===== src/include/zx81_params.svh =====
//====================
// Counter limits, sync and blank points, port constants
//====================

`ifndef ZX81_PARAMS_SVH
`define ZX81_PARAMS_SVH

// Clock enable divider, 2**CE_DIV_BITS clk_sys cycles per 3.25 MHz step
`define CE_DIV_BITS   4

// Line sync counter, 207 steps per line
`define LINE_CNT_BITS 8
`define LINE_LAST     8'd206
`define HSYNC_ON      8'd15
`define HSYNC_OFF     8'd31

// Re-synchronised display counter, 414 steps per line
`define DISP_CNT_BITS 9
`define DISP_LAST     9'd413
`define DISP_HS_OFF   9'd32
`define HBLANK_ON     9'd400
`define HBLANK_OFF    9'd72

// Lines of vsync history
`define VS_HIST_DEPTH 5

// ZX printer joystick port
`define ZXP_PORT      16'hE007
`define ZXP_CMD_HI    8'hAA
`define ZXP_CMD_LO    8'h55
`define ZXP_CMD_JOY   8'hA0

// Floating data bus
`define IO_IDLE       8'hFF

`endif


===== src/hdl/zx81_pkg.sv =====
//====================
// Shared types for the ZX81 ULA timing and port logic
//====================

package zx81_pkg;

	// One sample of the Z80 bus, all controls active high
	typedef struct packed {
		logic [15:0] addr;
		logic [7:0]  wdata;
		logic        m1;
		logic        mreq;
		logic        iorq;
		logic        rd;
		logic        wr;
	} z80_bus_t;

	// Decoded I/O strobes
	typedef struct packed {
		logic kbd_rd;
		logic io_wr;
		logic nmi_on;
		logic nmi_off;
		logic int_ack;
		logic zxp_wr;
		logic zxp_rd;
	} io_strobe_t;

	// Joystick directions and fire, active high
	typedef struct packed {
		logic fire;
		logic up;
		logic down;
		logic left;
		logic right;
	} joy_t;

	typedef enum logic [1:0] {
		cursor   = 2'd0,
		sinclair = 2'd1,
		zx81     = 2'd2
	} joy_mode_t;

	typedef struct packed {
		logic hsync;
		logic vsync;
		logic hblank;
		logic vblank;
	} video_sync_t;

endpackage


===== src/hdl/display_timing.sv =====
//====================
// Re-synchronised display timing
//====================

`timescale 1ns/100ps

`include "zx81_params.svh"

module display_timing import zx81_pkg::*; (
	input  logic        clk_sys,
	input  logic        reset,
	input  logic        ce_pix,
	input  logic        hsync,
	input  logic        vsync_raw,
	output video_sync_t video
);

	logic [`DISP_CNT_BITS-1:0] disp_cnt;
	logic [`VS_HIST_DEPTH-1:0] vs_hist;
	logic                      disp_hs;
	logic                      hblank;
	logic                      hsync_d;
	logic                      hsync_rise;

	assign hsync_rise = hsync & ~hsync_d;

	always_ff @(posedge clk_sys) begin
		if (reset) begin
			disp_cnt <= '0;
			vs_hist  <= '0;
			disp_hs  <= 1'b0;
			hblank   <= 1'b0;
			hsync_d  <= 1'b0;
		end else begin
			hsync_d <= hsync;

			// Steady 414 step line
			if (ce_pix) begin
				if (disp_cnt == `DISP_LAST)
					disp_cnt <= '0;
				else
					disp_cnt <= disp_cnt + 1'b1;

				if (disp_cnt == '0)
					disp_hs <= 1'b1;
				else if (disp_cnt == `DISP_HS_OFF)
					disp_hs <= 1'b0;

				// Blank wraps across the line end
				if (disp_cnt == `HBLANK_ON)
					hblank <= 1'b1;
				else if (disp_cnt == `HBLANK_OFF)
					hblank <= 1'b0;
			end

			// Line history of the raw vsync
			if (hsync_rise) begin
				vs_hist <= {vs_hist[`VS_HIST_DEPTH-2:0], vsync_raw};
				// Realign on a settled vertical sync
				if (&vs_hist[3:2])
					disp_cnt <= '0;
			end
		end
	end

	assign video = '{hsync: disp_hs, vsync: vs_hist[2], hblank: hblank,
		vblank: |{vs_hist, vsync_raw}};

endmodule


===== src/hdl/joy_map.sv =====
//====================
// Joystick to keyboard column mapping
//====================

`timescale 1ns/100ps

module joy_map import zx81_pkg::*; (
	input  joy_t       joy,
	input  joy_mode_t  joy_mode,
	input  logic [1:0] addr_hi,
	output logic [4:0] joy_cols
);

	// Pressed keys, active high, per half-row
	logic [4:0] row_67890;
	logic [4:0] row_12345;

	always_comb begin
		row_67890 = 5'b00000;
		row_12345 = 5'b00000;

		case (joy_mode)
			zx81: begin
				row_67890 = {joy.down, joy.up, joy.right, joy.left, joy.fire};
			end
			sinclair: begin
				// Interface 2 style, 6 to 0
				row_67890 = {joy.left, joy.right, joy.down, joy.up, joy.fire};
			end
			cursor: begin
				row_67890 = {joy.down, joy.up, joy.right, 1'b0, joy.fire};
				// Left arrow lives on key 5
				row_12345 = {joy.left, 4'b0000};
			end
			default: begin
				row_67890 = 5'b00000;
				row_12345 = 5'b00000;
			end
		endcase
	end

	// A12 low selects 67890, A11 low selects 12345
	assign joy_cols = ~(({5{~addr_hi[1]}} & row_67890) |
		({5{~addr_hi[0]}} & row_12345));

endmodule


===== src/hdl/line_sync.sv =====
//====================
// Clock enable divider and line sync counter
//====================

`timescale 1ns/100ps

`include "zx81_params.svh"

module line_sync import zx81_pkg::*; (
	input  logic       clk_sys,
	input  logic       reset,
	input  io_strobe_t strobes,
	output logic       ce_pix,
	output logic       hsync
);

	logic [`CE_DIV_BITS-1:0]   ce_div;
	logic [`LINE_CNT_BITS-1:0] sync_cnt;
	logic                      ce_line;

	// Free running divider
	always_ff @(posedge clk_sys) begin
		if (reset)
			ce_div <= '0;
		else
			ce_div <= ce_div + 1'b1;
	end

	// Pixel rate is twice the line step rate
	assign ce_pix  = (ce_div[`CE_DIV_BITS-2:0] == '0);
	assign ce_line = (ce_div == '0);

	//====================
	// Horizontal sync
	//====================

	always_ff @(posedge clk_sys) begin
		if (reset) begin
			sync_cnt <= '0;
			hsync    <= 1'b0;
		end else if (strobes.int_ack) begin
			// INT ack restarts the line like the real ULA
			sync_cnt <= '0;
			hsync    <= 1'b0;
		end else if (ce_line) begin
			if (sync_cnt == `LINE_LAST)
				sync_cnt <= '0;
			else
				sync_cnt <= sync_cnt + 1'b1;

			if (sync_cnt == `HSYNC_ON)
				hsync <= 1'b1;
			else if (sync_cnt == `HSYNC_OFF)
				hsync <= 1'b0;
		end
	end

endmodule


===== src/hdl/nmi_vsync.sv =====
//====================
// NMI generator latch and vertical sync level
//====================

`timescale 1ns/100ps

module nmi_vsync import zx81_pkg::*; (
	input  logic       clk_sys,
	input  logic       reset,
	input  io_strobe_t strobes,
	input  logic       hsync,
	output logic       nmi_n,
	output logic       vsync_raw
);

	logic nmi_latch;
	logic vs;

	// NMI generator on/off by port write
	always_ff @(posedge clk_sys) begin
		if (reset)
			nmi_latch <= 1'b0;
		else if (strobes.nmi_on)
			nmi_latch <= 1'b1;
		else if (strobes.nmi_off)
			nmi_latch <= 1'b0;
	end

	// One NMI per line while the generator runs
	assign nmi_n = ~(nmi_latch & hsync);

	//====================
	// Vertical sync
	//====================

	// Keyboard read starts vsync, any OUT ends it.
	// Both are ignored while NMIs are on
	always_ff @(posedge clk_sys) begin
		if (reset) begin
			vs        <= 1'b0;
			vsync_raw <= 1'b0;
		end else begin
			if (strobes.kbd_rd && !nmi_latch)
				vs <= 1'b1;
			else if (strobes.io_wr && !nmi_latch)
				vs <= 1'b0;

			// Clean copy only moves outside hsync
			if (!hsync)
				vsync_raw <= vs;
		end
	end

endmodule


===== src/hdl/port_decode.sv =====
//====================
// I/O strobe decoder
//====================

`timescale 1ns/100ps

`include "zx81_params.svh"

module port_decode import zx81_pkg::*; (
	input  z80_bus_t   bus,
	output io_strobe_t strobes
);

	logic io_cycle;
	logic io_rd;
	logic io_wr;
	logic zxp_hit;

	// Plain I/O cycle, never a memory cycle
	assign io_cycle = bus.iorq & ~bus.mreq;
	assign io_rd    = io_cycle & bus.rd;
	assign io_wr    = io_cycle & bus.wr;

	// Printer port needs the full 16-bit address
	assign zxp_hit = (bus.addr == `ZXP_PORT);

	always_comb begin
		// Keyboard answers any even port
		strobes.kbd_rd  = io_rd & ~bus.addr[0];
		strobes.io_wr   = io_wr;

		// A1/A0 pattern picks NMI on or off
		strobes.nmi_on  = io_wr & bus.addr[1] & ~bus.addr[0];
		strobes.nmi_off = io_wr & bus.addr[0] & ~bus.addr[1];

		// M1 with IORQ is the interrupt acknowledge
		strobes.int_ack = bus.m1 & bus.iorq;

		strobes.zxp_wr  = io_wr & zxp_hit;
		strobes.zxp_rd  = io_rd & zxp_hit;
	end

endmodule


===== src/hdl/port_read.sv =====
//====================
// Printer joystick port and I/O read data
//====================

`timescale 1ns/100ps

`include "zx81_params.svh"

module port_read import zx81_pkg::*; (
	input  logic       clk_sys,
	input  logic       reset,
	input  io_strobe_t strobes,
	input  z80_bus_t   bus,
	input  logic [4:0] key_cols,
	input  logic [4:0] joy_cols,
	input  joy_t       joy,
	input  logic       hz50,
	output logic [7:0] rdata
);

	logic [7:0] zxp_reg;
	logic       zxp_use;
	logic [4:0] joy_kbd;

	// Printer port commands
	always_ff @(posedge clk_sys) begin
		if (reset) begin
			zxp_reg <= 8'hFF;
			zxp_use <= 1'b0;
		end else if (strobes.zxp_wr) begin
			case (bus.wdata)
				`ZXP_CMD_HI:  zxp_reg <= 8'hF0;
				`ZXP_CMD_LO:  zxp_reg <= 8'h0F;
				`ZXP_CMD_JOY: begin
					zxp_reg <= {~joy.up, ~joy.down, ~joy.left, ~joy.right,
						~joy.fire, 3'b000};
					// Software reads the stick here from now on
					zxp_use <= 1'b1;
				end
				default:      zxp_reg <= 8'hFF;
			endcase
		end
	end

	// Joystick keys drop out once the printer port is in use
	assign joy_kbd = zxp_use ? 5'b11111 : joy_cols;

	//====================
	// Read mux
	//====================

	always_comb begin
		if (strobes.kbd_rd)
			// Tape input is idle low
			rdata = {1'b0, hz50, 1'b0, key_cols & joy_kbd};
		else if (strobes.zxp_rd)
			rdata = zxp_reg;
		else
			rdata = `IO_IDLE;
	end

endmodule


===== src/hdl/zx81_ula_top.sv =====
//====================
// ULA top level with decode, timing, NMI and port read
//====================

`timescale 1ns/100ps

module zx81_ula_top import zx81_pkg::*; (
	input  logic        clk_sys,
	input  logic        reset,
	input  z80_bus_t    bus,
	input  logic [4:0]  key_cols,
	input  joy_t        joy,
	input  joy_mode_t   joy_mode,
	input  logic        hz50,
	output logic [7:0]  rdata,
	output logic        nmi_n,
	output video_sync_t video
);

	io_strobe_t strobes;
	logic       ce_pix;
	logic       hsync;
	logic       vsync_raw;
	logic [4:0] joy_cols;

	port_decode u_port_decode (
		.bus     (bus),
		.strobes (strobes)
	);

	line_sync u_line_sync (
		.clk_sys (clk_sys),
		.reset   (reset),
		.strobes (strobes),
		.ce_pix  (ce_pix),
		.hsync   (hsync)
	);

	nmi_vsync u_nmi_vsync (
		.clk_sys   (clk_sys),
		.reset     (reset),
		.strobes   (strobes),
		.hsync     (hsync),
		.nmi_n     (nmi_n),
		.vsync_raw (vsync_raw)
	);

	display_timing u_display_timing (
		.clk_sys   (clk_sys),
		.reset     (reset),
		.ce_pix    (ce_pix),
		.hsync     (hsync),
		.vsync_raw (vsync_raw),
		.video     (video)
	);

	// Half-row select comes from A12 and A11
	joy_map u_joy_map (
		.joy      (joy),
		.joy_mode (joy_mode),
		.addr_hi  (bus.addr[12:11]),
		.joy_cols (joy_cols)
	);

	port_read u_port_read (
		.clk_sys  (clk_sys),
		.reset    (reset),
		.strobes  (strobes),
		.bus      (bus),
		.key_cols (key_cols),
		.joy_cols (joy_cols),
		.joy      (joy),
		.hz50     (hz50),
		.rdata    (rdata)
	);

endmodule


===== config.mk =====
export PLATFORM = sky130hd
export DESIGN_NAME = zx81_ula_top
export DESIGN_NICKNAME = d
export VERILOG_FILES = /design/src/hdl/zx81_pkg.sv /design/src/hdl/display_timing.sv /design/src/hdl/joy_map.sv /design/src/hdl/line_sync.sv /design/src/hdl/nmi_vsync.sv /design/src/hdl/port_decode.sv /design/src/hdl/port_read.sv /design/src/hdl/zx81_ula_top.sv
export VERILOG_INCLUDE_DIRS = /design/src /design/src/include
export SDC_FILE = /design/constraint.sdc
export NUM_CORES = 1
export LEC_CHECK = 0
export BUFFER_PORTS_ARGS = -buffer_cell sky130_fd_sc_hd__buf_2
export CAP_MARGIN = 25
export CORE_MARGIN = 2
export CORE_UTILIZATION = 40
export DETAILED_ROUTE_END_ITERATION = 8
export PLACE_DENSITY = 0.63
export RECOVER_POWER = 25
export SETUP_SLACK_MARGIN = 0.3
export SLEW_MARGIN = 30
export SYNTH_ARGS = -nofsm -noshare
export SYNTH_HDL_FRONTEND = slang
export SYNTH_SLANG_ARGS = --single-unit

===== constraint.sdc =====
create_clock -name clk_sys -period 1.5 [get_ports clk_sys]
set_clock_uncertainty 0.05 [all_clocks]
set_input_delay 0.3 -clock clk_sys [delete_from_list [all_inputs] [get_ports clk_sys]]
set_output_delay 0.3 -clock clk_sys [all_outputs]
set_load 0.1 [all_outputs]

[Word level (Yosys, flattened, before mapping)]
Cells that the tools add are included.
Operators by class
  equal/unequal tests: 13
  $add $sub $neg: 3
  multiplexer cells: 21
  reduce and logical (&&, ||, !) cells: 19
  bitwise gates (word level): 30
Operator list (count)
  $mux 9: 4
  $eq 8x8->1 const B: 3
  $mux 8: 3
  $pmux 8 s3: 1
  $eq 9x9->1 const B: 2
  $eq 16x16->1 const B: 1
  $and 5x5->5: 3
  $pmux 5 s3: 1
  $and 1x1->1: 13
  $not 1->1: 12
  $mux 1: 10
  $mux 5: 2
  $reduce_and 2->1: 5
  $reduce_bool 2->1: 5
  $add 9x1->9 const B: 1
  $eq 9x6->1 const B: 1
  $eq 9x7->1 const B: 1
  $logic_not 9->1: 1
  $add 8x1->8 const B: 1
  $eq 8x4->1 const B: 1
  $eq 8x5->1 const B: 1
  $eq 8x7->1 const B: 1
  $reduce_or 6->1: 1
  $not 5->5: 1
  10 further kinds: 11
Word-level totals
  register bits after elaboration: 42
  input bits: 44
  output and inout bits: 13
  logic and storage cells: 99

[Logic depth before layout (Yosys ltp)]
Gate-level depths: netlist of run 1.
  depth in word-level cells: 8
  gate-level depth with buffers: 7
  gate-level depth less buffers: 6

[Cells and area by module]
From an unflattened synthesis of run 1, not the netlist that was laid out.
Unflattened totals
  cells, all modules: 266
  area, all modules: 2332.2 um^2
Modules (own cells, without submodules)
  display_timing: cells an instance 94, sequential area each 340.3 um^2, instances 1, area an instance 880.8 um^2
  line_sync: cells an instance 72, sequential area each 260.2 um^2, instances 1, area an instance 661.9 um^2
  port_read: cells an instance 56, sequential area each 140.1 um^2, instances 1, area an instance 441.7 um^2
  port_decode: cells an instance 16, sequential area each 0.0 um^2, instances 1, area an instance 118.9 um^2
  nmi_vsync: cells an instance 12, sequential area each 60.1 um^2, instances 1, area an instance 115.1 um^2
  joy_map: cells an instance 16, sequential area each 0.0 um^2, instances 1, area an instance 113.9 um^2

[Worst setup path before layout of run 1]
No wires, ideal clock.
  path type: input to output
  start point: in bus[18] (netlist name)
  end point: out rdata[0]
  path slack: -1700 ps
  cell stages on the path: 4
  data required time: 1150 ps
  arrival time: 2850 ps
  buffers on the path: 0
  cells stage by stage: and4bb_2 nand4_4 nor3_1 o21ai_0
Between the ends
  word-level cells in the longest chain between the ends: 4
RTL lines
  start, declared: line zx81_ula_top.sv:10  | input z80_bus_t bus,
  $eq 16x16->1 (no line)
  $and 1x1->1: line port_decode.sv:40  | strobes.zxp_rd = io_rd & zxp_hit;
  $mux 8: line port_read.sv:56  | else if (strobes.zxp_rd)
  $mux 8: line port_read.sv:53  | if (strobes.kbd_rd)
  end, declared: line zx81_ula_top.sv:15  | output logic [7:0] rdata,
No other way between the ends.

[Worst setup path in the final report of run 1]
  start point: reg u_port_read.zxp_use
  end point: out rdata[1]
Between the ends
  word-level cells in the longest chain between the ends: 3
RTL lines
  start, declared: line port_read.sv:22  | logic zxp_use;
  start signal, assigned: line port_read.sv:29  | zxp_use <= 1'b0;
  start signal, assigned: line port_read.sv:38  | zxp_use <= 1'b1;
  $mux 5: line port_read.sv:46  | assign joy_kbd = zxp_use ? 5'b11111 : joy_cols;
  $and 5x5->5: line port_read.sv:55  | rdata = {1'b0, hz50, 1'b0, key_cols & joy_kbd};
  $mux 8: line port_read.sv:53
No other way between the ends.

==> results_dict.tcl, run 1 <==
set metrics [dict create \
    grt_pass1_vias 1995 \
    cts_tree "yes" \
    grt_pass1_wl_um 8880 \
    multi_input_area_um2 1590 \
    mostFrequentLayoutCell "buf_2" \
    timing.final.ws_setup_ns -0.416 \
    placed_cells 406 \
    rsz0062_at_grt "yes" \
    r2r_cells 7 \
    finalHoldViolations 0 \
    syn_to_final_growth_pct 58.8 \
    largest_reg_flops 9 \
    ys.flop_type "dfxtp_1" \
    die_x_um 78.3 \
    fmax_mhz 522 \
    clockBufferDepth 2 \
    max-vdd-ir-drop_mv 0.616 \
    cts.clk_slew.worst_paths_ns 0.08 \
    slew_headroom 0.752 \
    power_density_nw_per_um2 682 \
    ys_types 51 \
    pwr-share-clk 0.280 \
    post_drt_wl_per_cell_um 13.0 \
    power.switching_uw 687 \
    regArea_um2 812 \
    cts_sinks 40 \
    endpoint_kind "primary output" \
    cp-start-kind "register" \
    drt_iter0_markers 48 \
    clkLatencyLatePin_ns 0.29 \
    fillers 461 \
    period_share 1.28 \
    violations "negative setup slack" \
    viasPerCell 5.05 \
    finalSetupViolCount 16 \
    instances_no_fill 431 \
    min_path_type "in -> reg" \
    cts_buffers 5 \
    num_rows 27 \
    tightest_slew_ns 0.371 \
    synthCells 257 \
    io_buffers 56 \
    final_cell_mix "buf_2, dfxtp_1, buf_4" \
    fp.coreArea_um2 5410 \
    overflow 0 \
    syn_area_um2 2210 \
    post_synth.cell_area_avg_um2 8.60 \
    dieArea_um2 6130 \
    initial_core_util 0.409 \
    internal_power_uw 1710 \
    fin_crit_ns 1.92 \
    io_pins 57 \
    fp.dieH_um 78.3 \
    whs_ns 0.217 \
    drive_above_1_share 0.448 \
    cts_root_buffer "clkbuf_8" \
    grt_usage 0.181 \
    arrival_ns 1.57 \
    grt_max_degree 18 \
    hpwlAfterDp_um 4010 \
    pwr-share-comb 0.248 \
    yosys_register_bits 40 \
    vias 2176 \
    cts_hold_buffers 0 \
    postRouteAntennaNets 0 \
    syn_nets 308 \
    p_leak_uw 0.00145 \
    critPathRequiredTime_ns 1.15 \
    antenna_found_initial 0 \
    seq_area_frac_synth 0.362 \
    seqPwrFrac 0.473 \
    path_class "reg -> out" \
    gp_congestion 0.768 \
    routed_wl_um 5610 \
    async_reset_ff_frac 0 \
    antenna_cells 0 \
    outcome "finished, violations left" \
    maxSlewViolCount 0 \
    synth_enable_flop_cells 0 \
    netSwitchingFraction 0.287 \
    drt_pass1_iterations 4 \
    htreeDepth 2 \
    drc 0 \
    cp_max_fo 3 \
    yosys_warnings 0 \
    maxCapViolations 0 \
    hold_path_depth 2 \
    fin_nets 410 \
]
final cells by class:
class / count / area share
Multi-Input combinational cell: 199 / 0.452
Inverter: 9 / 0.00963
Tap cell: 72 / 0.0257
Timing Repair Buffer: 104 / 0.259
Sequential cell: 40 / 0.231
Clock inverter: 1 / 0.00143
Clock buffer: 6 / 0.0207
critical path, cell delays in order, from the launching register on:
cell and delay, ns:
dfxtp_2 0.33, or2_4 0.24, buf_6 0.12, o211ai_1 0.29, o21ai_4 0.12, buf_12 0.18
synth_stat cells (2+ instances only):
cell / count / area, µm²
a21oi_1: 18 / 90.1
a2bb2oi_1: 2 / 17.5
and3b_1: 2 / 17.5
and4_1: 2 / 17.5
and4b_1: 3 / 30.0
and4bb_2: 2 / 25.0
buf_4: 4 / 30.0
clkbuf_1: 4 / 15.0
dfxtp_1: 40 / 801
ha_1: 7 / 87.6
inv_1: 9 / 33.8
mux2i_1: 9 / 90.1
nand2_1: 24 / 90.1
nand2b_1: 3 / 18.8
nand3_1: 11 / 55.1
nand3b_1: 2 / 15.0
nand4_1: 7 / 43.8
nor2_1: 35 / 131
nor2b_1: 9 / 56.3
nor3_1: 3 / 15.0
nor3b_1: 2 / 15.0
nor4_1: 2 / 12.5
o211ai_1: 2 / 15.0
o21a_1: 3 / 22.5
o21ai_0: 9 / 45.0
or2_2: 2 / 12.5
xnor2_1: 6 / 52.6
xor2_1: 12 / 105
worst paths after layout:
path,slack [ns],startpoint,to
setup / recovery,-0.42,u_port_read.zxp_use,rdata[1]
hold / removal,0.22,reset,u_nmi_vsync.nmi_latch
setup reg to reg,-0.01,u_line_sync.ce_div[0],u_display_timing.disp_cnt[6]
hold reg to reg,0.42,u_display_timing.vs_hist[4],u_display_timing.vs_hist[4]
metal layers:
metal / global-route usage / share of wire
met2: 0.313 / 0.51
met5: 0 / 0
met3: 0.0356 / 0.030
met4: 0.0561 / 0.012
met1: 0.227 / 0.44
power by group through the flow:
stage	clock [µW]	sequential [µW]	combinational, µW
2_1_floorplan	0	1140	314
6_report	669	1130	592
4_1_cts	685	1130	555
3_3_place_gp	0	1150	473
3_5_place_dp	0	1150	480
5_1_grt	739	1140	638
cell families after synthesis:
family | Yosys count | synth area share
simple gates | 122 | 0.327
compound gates | 43 | 0.121
flops | 40 | 0.362
xor+xnor | 18 | 0.0713
buf+inv | 18 | 0.0379
mux | 9 | 0.0408
fa+ha+maj | 7 | 0.0396
metrics by stage:
stage	power, µW	cell area [µm²]	util	TNS [ns]	setup slack (ns)
3_5_place_dp	1630	2990	0.553	-4.21	-0.496
3_3_place_gp	1630	2990	0.553	-3.82	-0.481
5_1_grt	2520	3510	0.649	-4.22	-0.487
2_1_floorplan	1460	2390	-	-1.97	-0.264
4_1_cts	2370	3350	0.621	-3.16	-0.424
6_report	2390	3510	0.649	-3.04	-0.416
timing repair:
item | 4_1_cts | 5_1_grt
gates resized for setup | 65 | 27
cloned | 0 | 0
endpoints found under the setup margin | 40 | 42
pin swaps | 19 | 18
buffers inserted | 8 | 10
No activity file was read; power rests on OpenSTA's default activity.
==> run 2, diff against run 1 <==
--- a/config.mk
+++ b/config.mk
@@ -14,7 +14,6 @@
 export PLACE_DENSITY = 0.63
 export RECOVER_POWER = 25
 export SETUP_SLACK_MARGIN = 0.3
-export SLEW_MARGIN = 30
 export SYNTH_ARGS = -nofsm -noshare
 export SYNTH_HDL_FRONTEND = slang
 export SYNTH_SLANG_ARGS = --single-unit
==> constraint.sdc (replaced) <==
create_clock -name clk_sys -period 1.5 [get_ports clk_sys]
set_clock_uncertainty 0.05 [all_clocks]
set_input_delay 0.075 -clock clk_sys [delete_from_list [all_inputs] [get_ports clk_sys]]
set_output_delay 0.075 -clock clk_sys [all_outputs]
set_load 0.1 [all_outputs]
==> run 2 against run 1 <==
The flow still finishes with violations (negative setup slack). Non-clock buffer count down 19. Sequential power about the same. Flip-flop and latch count unchanged. Power up 0.41%. Via count down 5.1%. Final cell count down 4.4%. Wire length down 6.2%. Utilization down 4.4 points. Clock power up 3.3%. Sequential share of layout area up 1.6 points. Critical path depth down 1. Count of clock-buffer cells in the layout down 1. Critical path type unchanged. Critical endpoint is now rdata[3]. Highest routed layer unchanged.
==> results_dict.tcl, run 2 (synthesized netlist as in run 1, its figures left out) <==
set metrics [dict create \
    viasPerCell 5.01 \
    cts_tree "yes" \
    htreeDepth 2 \
    outcome "finished, violations left" \
    mostFrequentLayoutCell "buf_2" \
    postRouteAntennaNets 0 \
    antenna_cells 0 \
    fin_crit_ns 1.55 \
    initial_core_util 0.409 \
    finalSetupViolCount 14 \
    min_path_type "in -> reg" \
    drt_iter0_markers 56 \
    gp_congestion 0.792 \
    clockBufferDepth 2 \
    timing.final.ws_setup_ns -0.0511 \
    largest_reg_flops 9 \
    num_rows 27 \
    fin_nets 391 \
    cts_buffers 5 \
    io_buffers 56 \
    drc 0 \
    antenna_found_initial 0 \
    grt_pass1_vias 1909 \
    tightest_slew_ns 0.361 \
    fp.dieH_um 78.3 \
    grt_usage 0.173 \
    power_density_nw_per_um2 735 \
    post_drt_wl_per_cell_um 12.8 \
    overflow 0 \
    grt_max_degree 20 \
    p_leak_uw 0.00129 \
    period_share 1.03 \
    vias 2065 \
    fillers 479 \
    cts_root_buffer "clkbuf_8" \
    cts.clk_slew.worst_paths_ns 0.07 \
    arrival_ns 1.43 \
    grt_pass1_wl_um 8620 \
    cts_sinks 40 \
    critPathRequiredTime_ns 1.37 \
    final_cell_mix "buf_2, dfxtp_1, nor2_1" \
    slew_headroom 0.759 \
    whs_ns 0.0719 \
    io_pins 57 \
    pre_cts_ws_ns -0.0410 \
    clkLatencyLatePin_ns 0.29 \
    drt_pass1_iterations 4 \
    finalHoldViolations 0 \
    max-vdd-ir-drop_mv 0.472 \
    post-route-util 0.605 \
    die_x_um 78.3 \
    syn_to_final_growth_pct 47.9 \
    fmax_mhz 645 \
    routed_wl_um 5260 \
    drive_above_1_share 0.400 \
    fp.coreArea_um2 5410 \
    hpwlAfterDp_um 3760 \
    maxSlewViolCount 0 \
    instances_no_fill 412 \
    maxCapViolations 0 \
    violations "negative setup slack" \
    endpoint_kind "primary output" \
    dieArea_um2 6130 \
    placed_cells 393 \
    rsz0062_at_grt "yes" \
    cp-start-kind "register" \
    cp_max_fo 5 \
    path_class "reg -> out" \
]
-- run 2: worst paths after layout --
| path | from | end | slack [ns] | depth (start not counted) |
|---|---|---|---|---|
| worst min-delay path | reset | u_port_read.zxp_reg[3] | 0.07 | 3 |
| worst min register to register | u_display_timing.vs_hist[4] | u_display_timing.vs_hist[4] | 0.42 | 2 |
| worst max register to register | u_line_sync.ce_div[0] | u_display_timing.disp_cnt[2] | -0.05 | 7 |
| worst max-delay path | u_port_read.zxp_use | rdata[3] | -0.05 | 4 |
-- run 2: cell type report --
| cell class | instances | area, µm² | share of cell area |
|---|---|---|---|
| multi-input combinational | 199 | 1570 | 0.480 |
| timing repair buffer | 85 | 684 | 0.209 |
| clock inverter | 2 | 12.5 | 0.00383 |
| sequential | 40 | 808 | 0.247 |
| inverter | 9 | 33.8 | 0.0103 |
| clock buffer | 5 | 68.8 | 0.0211 |
| tap | 72 | 90.1 | 0.0276 |
-- run 2: power by group --
group,internal (µW),total [µW],switching (µW)
combinational,283,580,297
clock,315,691,376
sequential,1090,1130,38.3
total,1690,2400,711
-- run 2: through the flow --
| stage | cell area (µm²) | TNS (ns) | power [µW] |
|---|---|---|---|
| floorplan | 2370 | 0 | 1460 |
| CTS | 3180 | -0.237 | 2380 |
| finish | 3270 | -0.554 | 2400 |
| global placement | 2840 | -0.0970 | 1610 |
| detailed placement | 2840 | -0.152 | 1620 |
| global route | 3270 | -1.75 | 2530 |
-- run 2: what timing repair did --
action	4_1_cts	5_1_grt
hold endpoints to repair	2	0
pin swaps	20	12
setup endpoints to repair	31	31
buffers inserted	6	4
gates resized for setup	52	17
cloned	0	1
hold buffers	1	0
-- run 2: metal layers --
layer | up-vias | global-route usage | share of wire
li1 | 1071 | - | -
met1 | 961 | 0.228 | 0.46
met2 | 27 | 0.289 | 0.51
met3 | 6 | 0.0437 | 0.026
met4 | 0 | 0.0316 | 0.0068
met5 | - | 0 | 0
-- run 2: critical path: stages (launching register included) --
cell	delay, ns
dfxtp_2	0.33
or2_4	0.24
o21ai_1	0.25
a2bb2oi_4	0.08
buf_4	0.24
==> run 3, diff against run 2 <==
--- a/config.mk
+++ b/config.mk
@@ -10,6 +10,7 @@
 export CAP_MARGIN = 25
 export CORE_MARGIN = 2
 export CORE_UTILIZATION = 40
+export CTS_BUF_LIST = sky130_fd_sc_hd__clkbuf_16
 export DETAILED_ROUTE_END_ITERATION = 8
 export PLACE_DENSITY = 0.63
 export RECOVER_POWER = 25
==> constraint.sdc (replaced) <==
create_clock -name clk_sys -period 1.3 [get_ports clk_sys]
set_clock_uncertainty 0.05 [all_clocks]
set_input_delay 0.065 -clock clk_sys [delete_from_list [all_inputs] [get_ports clk_sys]]
set_output_delay 0.065 -clock clk_sys [all_outputs]
set_load 0.1 [all_outputs]
==> run 3 against run 2 <==
The run still ends with negative setup slack left. Flip-flop and latch count unchanged. Sequential share of layout area fell by 2.1 points. Hold slack got worse by 0.0020 ns. Design area up 10%. Highest routed layer unchanged. Non-clock buffer count increased by 17. Register-to-register slack got worse by 0.15 ns. Global-route usage is 1.4 points higher. Die area unchanged. Final cell count grew 4.4%. Clock power is 97% higher. Setup slack got worse by 0.19 ns.
==> results_dict.tcl, run 3 (synthesized netlist as in run 1, its figures left out) <==
set metrics [dict create \
    num_rows 27 \
    cts_tree "yes" \
    seqPwrFrac 0.391 \
    final_cell_mix "buf_2, nor2_1, buf_4, dfxtp_1, nand2_1" \
    power_density_nw_per_um2 924 \
    crit_chain "or2_4 -> o211ai_1 -> o21ai_4 -> buf_12" \
    io_buffers 56 \
    path_buf_inv 1 \
    gp_congestion 0.811 \
    cts.clk_slew.worst_paths_ns 0.06 \
    mostFrequentLayoutCell "buf_2" \
    clkLatencyLatePin_ns 0.28 \
    finalSetupTns_ns -3.72 \
    power.switching_uw 856 \
    grt_max_degree 20 \
    cts_root_buffer "clkbuf_16" \
    die_x_um 78.3 \
    antenna_found_initial 0 \
    pwr-share-comb 0.202 \
    io_pins 57 \
    fillers 450 \
    cp_slowest_cell "dfxtp_2" \
    final_area_um2 3610 \
    htreeDepth 2 \
    overflow 0 \
    grt_usage 0.187 \
    grt_util_met2 0.328 \
    cts_buffers 5 \
    viasPerCell 5.08 \
    period_share 1.18 \
    max-vdd-ir-drop_mv 0.731 \
    syn_to_final_growth_pct 63.3 \
    internal_power_uw 2480 \
    path_depth 4 \
    fp.dieH_um 78.3 \
    timing.final.ws_setup_ns -0.240 \
    routed_wl_um 5700 \
    drive_above_1_share 0.464 \
    grtUsageMet3 0.0310 \
    path_class "reg -> out" \
    drt_iter0_markers 61 \
    p_leak_uw 0.00146 \
    cp-start-kind "register" \
    hpwlAfterDp_um 4080 \
    largest_reg_flops 9 \
    fin_nets 408 \
    min_path_type "in -> reg" \
    critPathRequiredTime_ns 1.19 \
    fp.coreArea_um2 5410 \
    post_drt_wl_per_cell_um 13.2 \
    rsz0062_at_grt "yes" \
    arrival_ns 1.43 \
    postRouteAntennaNets 0 \
    fin_crit_ns 1.54 \
    antenna_cells 0 \
    netSwitchingFraction 0.257 \
    initial_core_util 0.409 \
    tightest_slew_ns 0.287 \
    placed_cell_area_um2 3030 \
    slew_headroom 0.803 \
    maxSlewViolCount 0 \
    violations "negative setup slack" \
    grt_pass1_wl_um 9210 \
    instances_no_fill 430 \
    finalSetupViolCount 29 \
    grt_pass1_vias 2006 \
    drc 0 \
    hold_path_depth 3 \
    pwr-share-clk 0.407 \
    r2r_cells 7 \
    endpoint_kind "primary output" \
    maxCapViolations 0 \
    busiest_layer "met2" \
    drt_pass1_iterations 4 \
    max_stage_delay_ns 0.32 \
    finalHoldViolations 0 \
    dieArea_um2 6130 \
    cts_sinks 40 \
    placed_cells 411 \
    vias 2184 \
    cp_max_fo 5 \
    outcome "finished, violations left" \
    whs_ns 0.0699 \
    clockBufferDepth 2 \
    use_met1 0.237 \
    fmax_mhz 649 \
    path_delay_family "compound AO/OA/AOI/OAI gates" \
    pre_cts_ws_ns -0.225 \
]
[run 3: cell types whose count changed in the layout (fill, tap and decap cells not counted), sizes merged]
| cell | change |
|---|---|
| clkinv | +1 |
| bufinv | +1 |
| clkbuf | -3 |
| clkinvlp | -1 |
| buf | +20 |
[run 3: path summary, 6_finish.rpt]
check                                            startpoint                            to  slack, ns
worst max register to register        u_line_sync.ce_div[0]  u_display_timing.disp_cnt[1]      -0.20
worst min-delay path                                  reset        u_port_read.zxp_reg[3]       0.07
worst max-delay path                    u_port_read.zxp_use                      rdata[1]      -0.24
worst min register to register  u_display_timing.vs_hist[4]   u_display_timing.vs_hist[4]       0.43
[run 3: layer usage]
metal	routed length [µm]	share of wire
met3	158	0.028
met4	38	0.0067
met2	3120	0.55
met1	2380	0.42
met5	0	0
[run 3: timing repair]
item	4_1_cts	5_1_grt
resized for setup	57	32
pin swaps	17	17
setup endpoints to repair	47	47
hold buffers	1	0
gates cloned	0	0
setup buffers	9	1
hold endpoints to repair	2	0
[run 3: layout make-up]
type,count,area (µm²),area share
Tap cell,72,90.1,0.0250
Clock inverter,3,37.5,0.0104
Sequential cell,40,816,0.226
Clock buffer,5,125,0.0347
Multi-Input combinational cell,199,1640,0.454
Inverter,9,33.8,0.00936
Timing Repair Buffer,102,870,0.241
[run 3: worst reg2reg max path, delay by kind of cell, from the launching register on]
| kind | cells | cell delay (ns) |
|---|---|---|
| buf+inv | 2 | 0.22 |
| simple gates | 3 | 0.45 |
| fa+ha+maj | 1 | 0.15 |
| flops | 1 | 0.32 |
| compound gates | 1 | 0.22 |
[run 3: through the flow]
stage,util,power (µW)
2_1_floorplan,-,1690
3_3_place_gp,0.560,1880
3_5_place_dp,0.560,1900
4_1_cts,0.647,3330
5_1_grt,0.668,3480
6_report,0.668,3330
[run 3: power groups by stage]
stage	logic [µW]	clock network (µW)	registers, µW
floorplan	365	0	1320
global placement	556	0	1330
detailed placement	568	0	1330
CTS	642	1380	1300
global route	733	1440	1310
finish	674	1360	1300
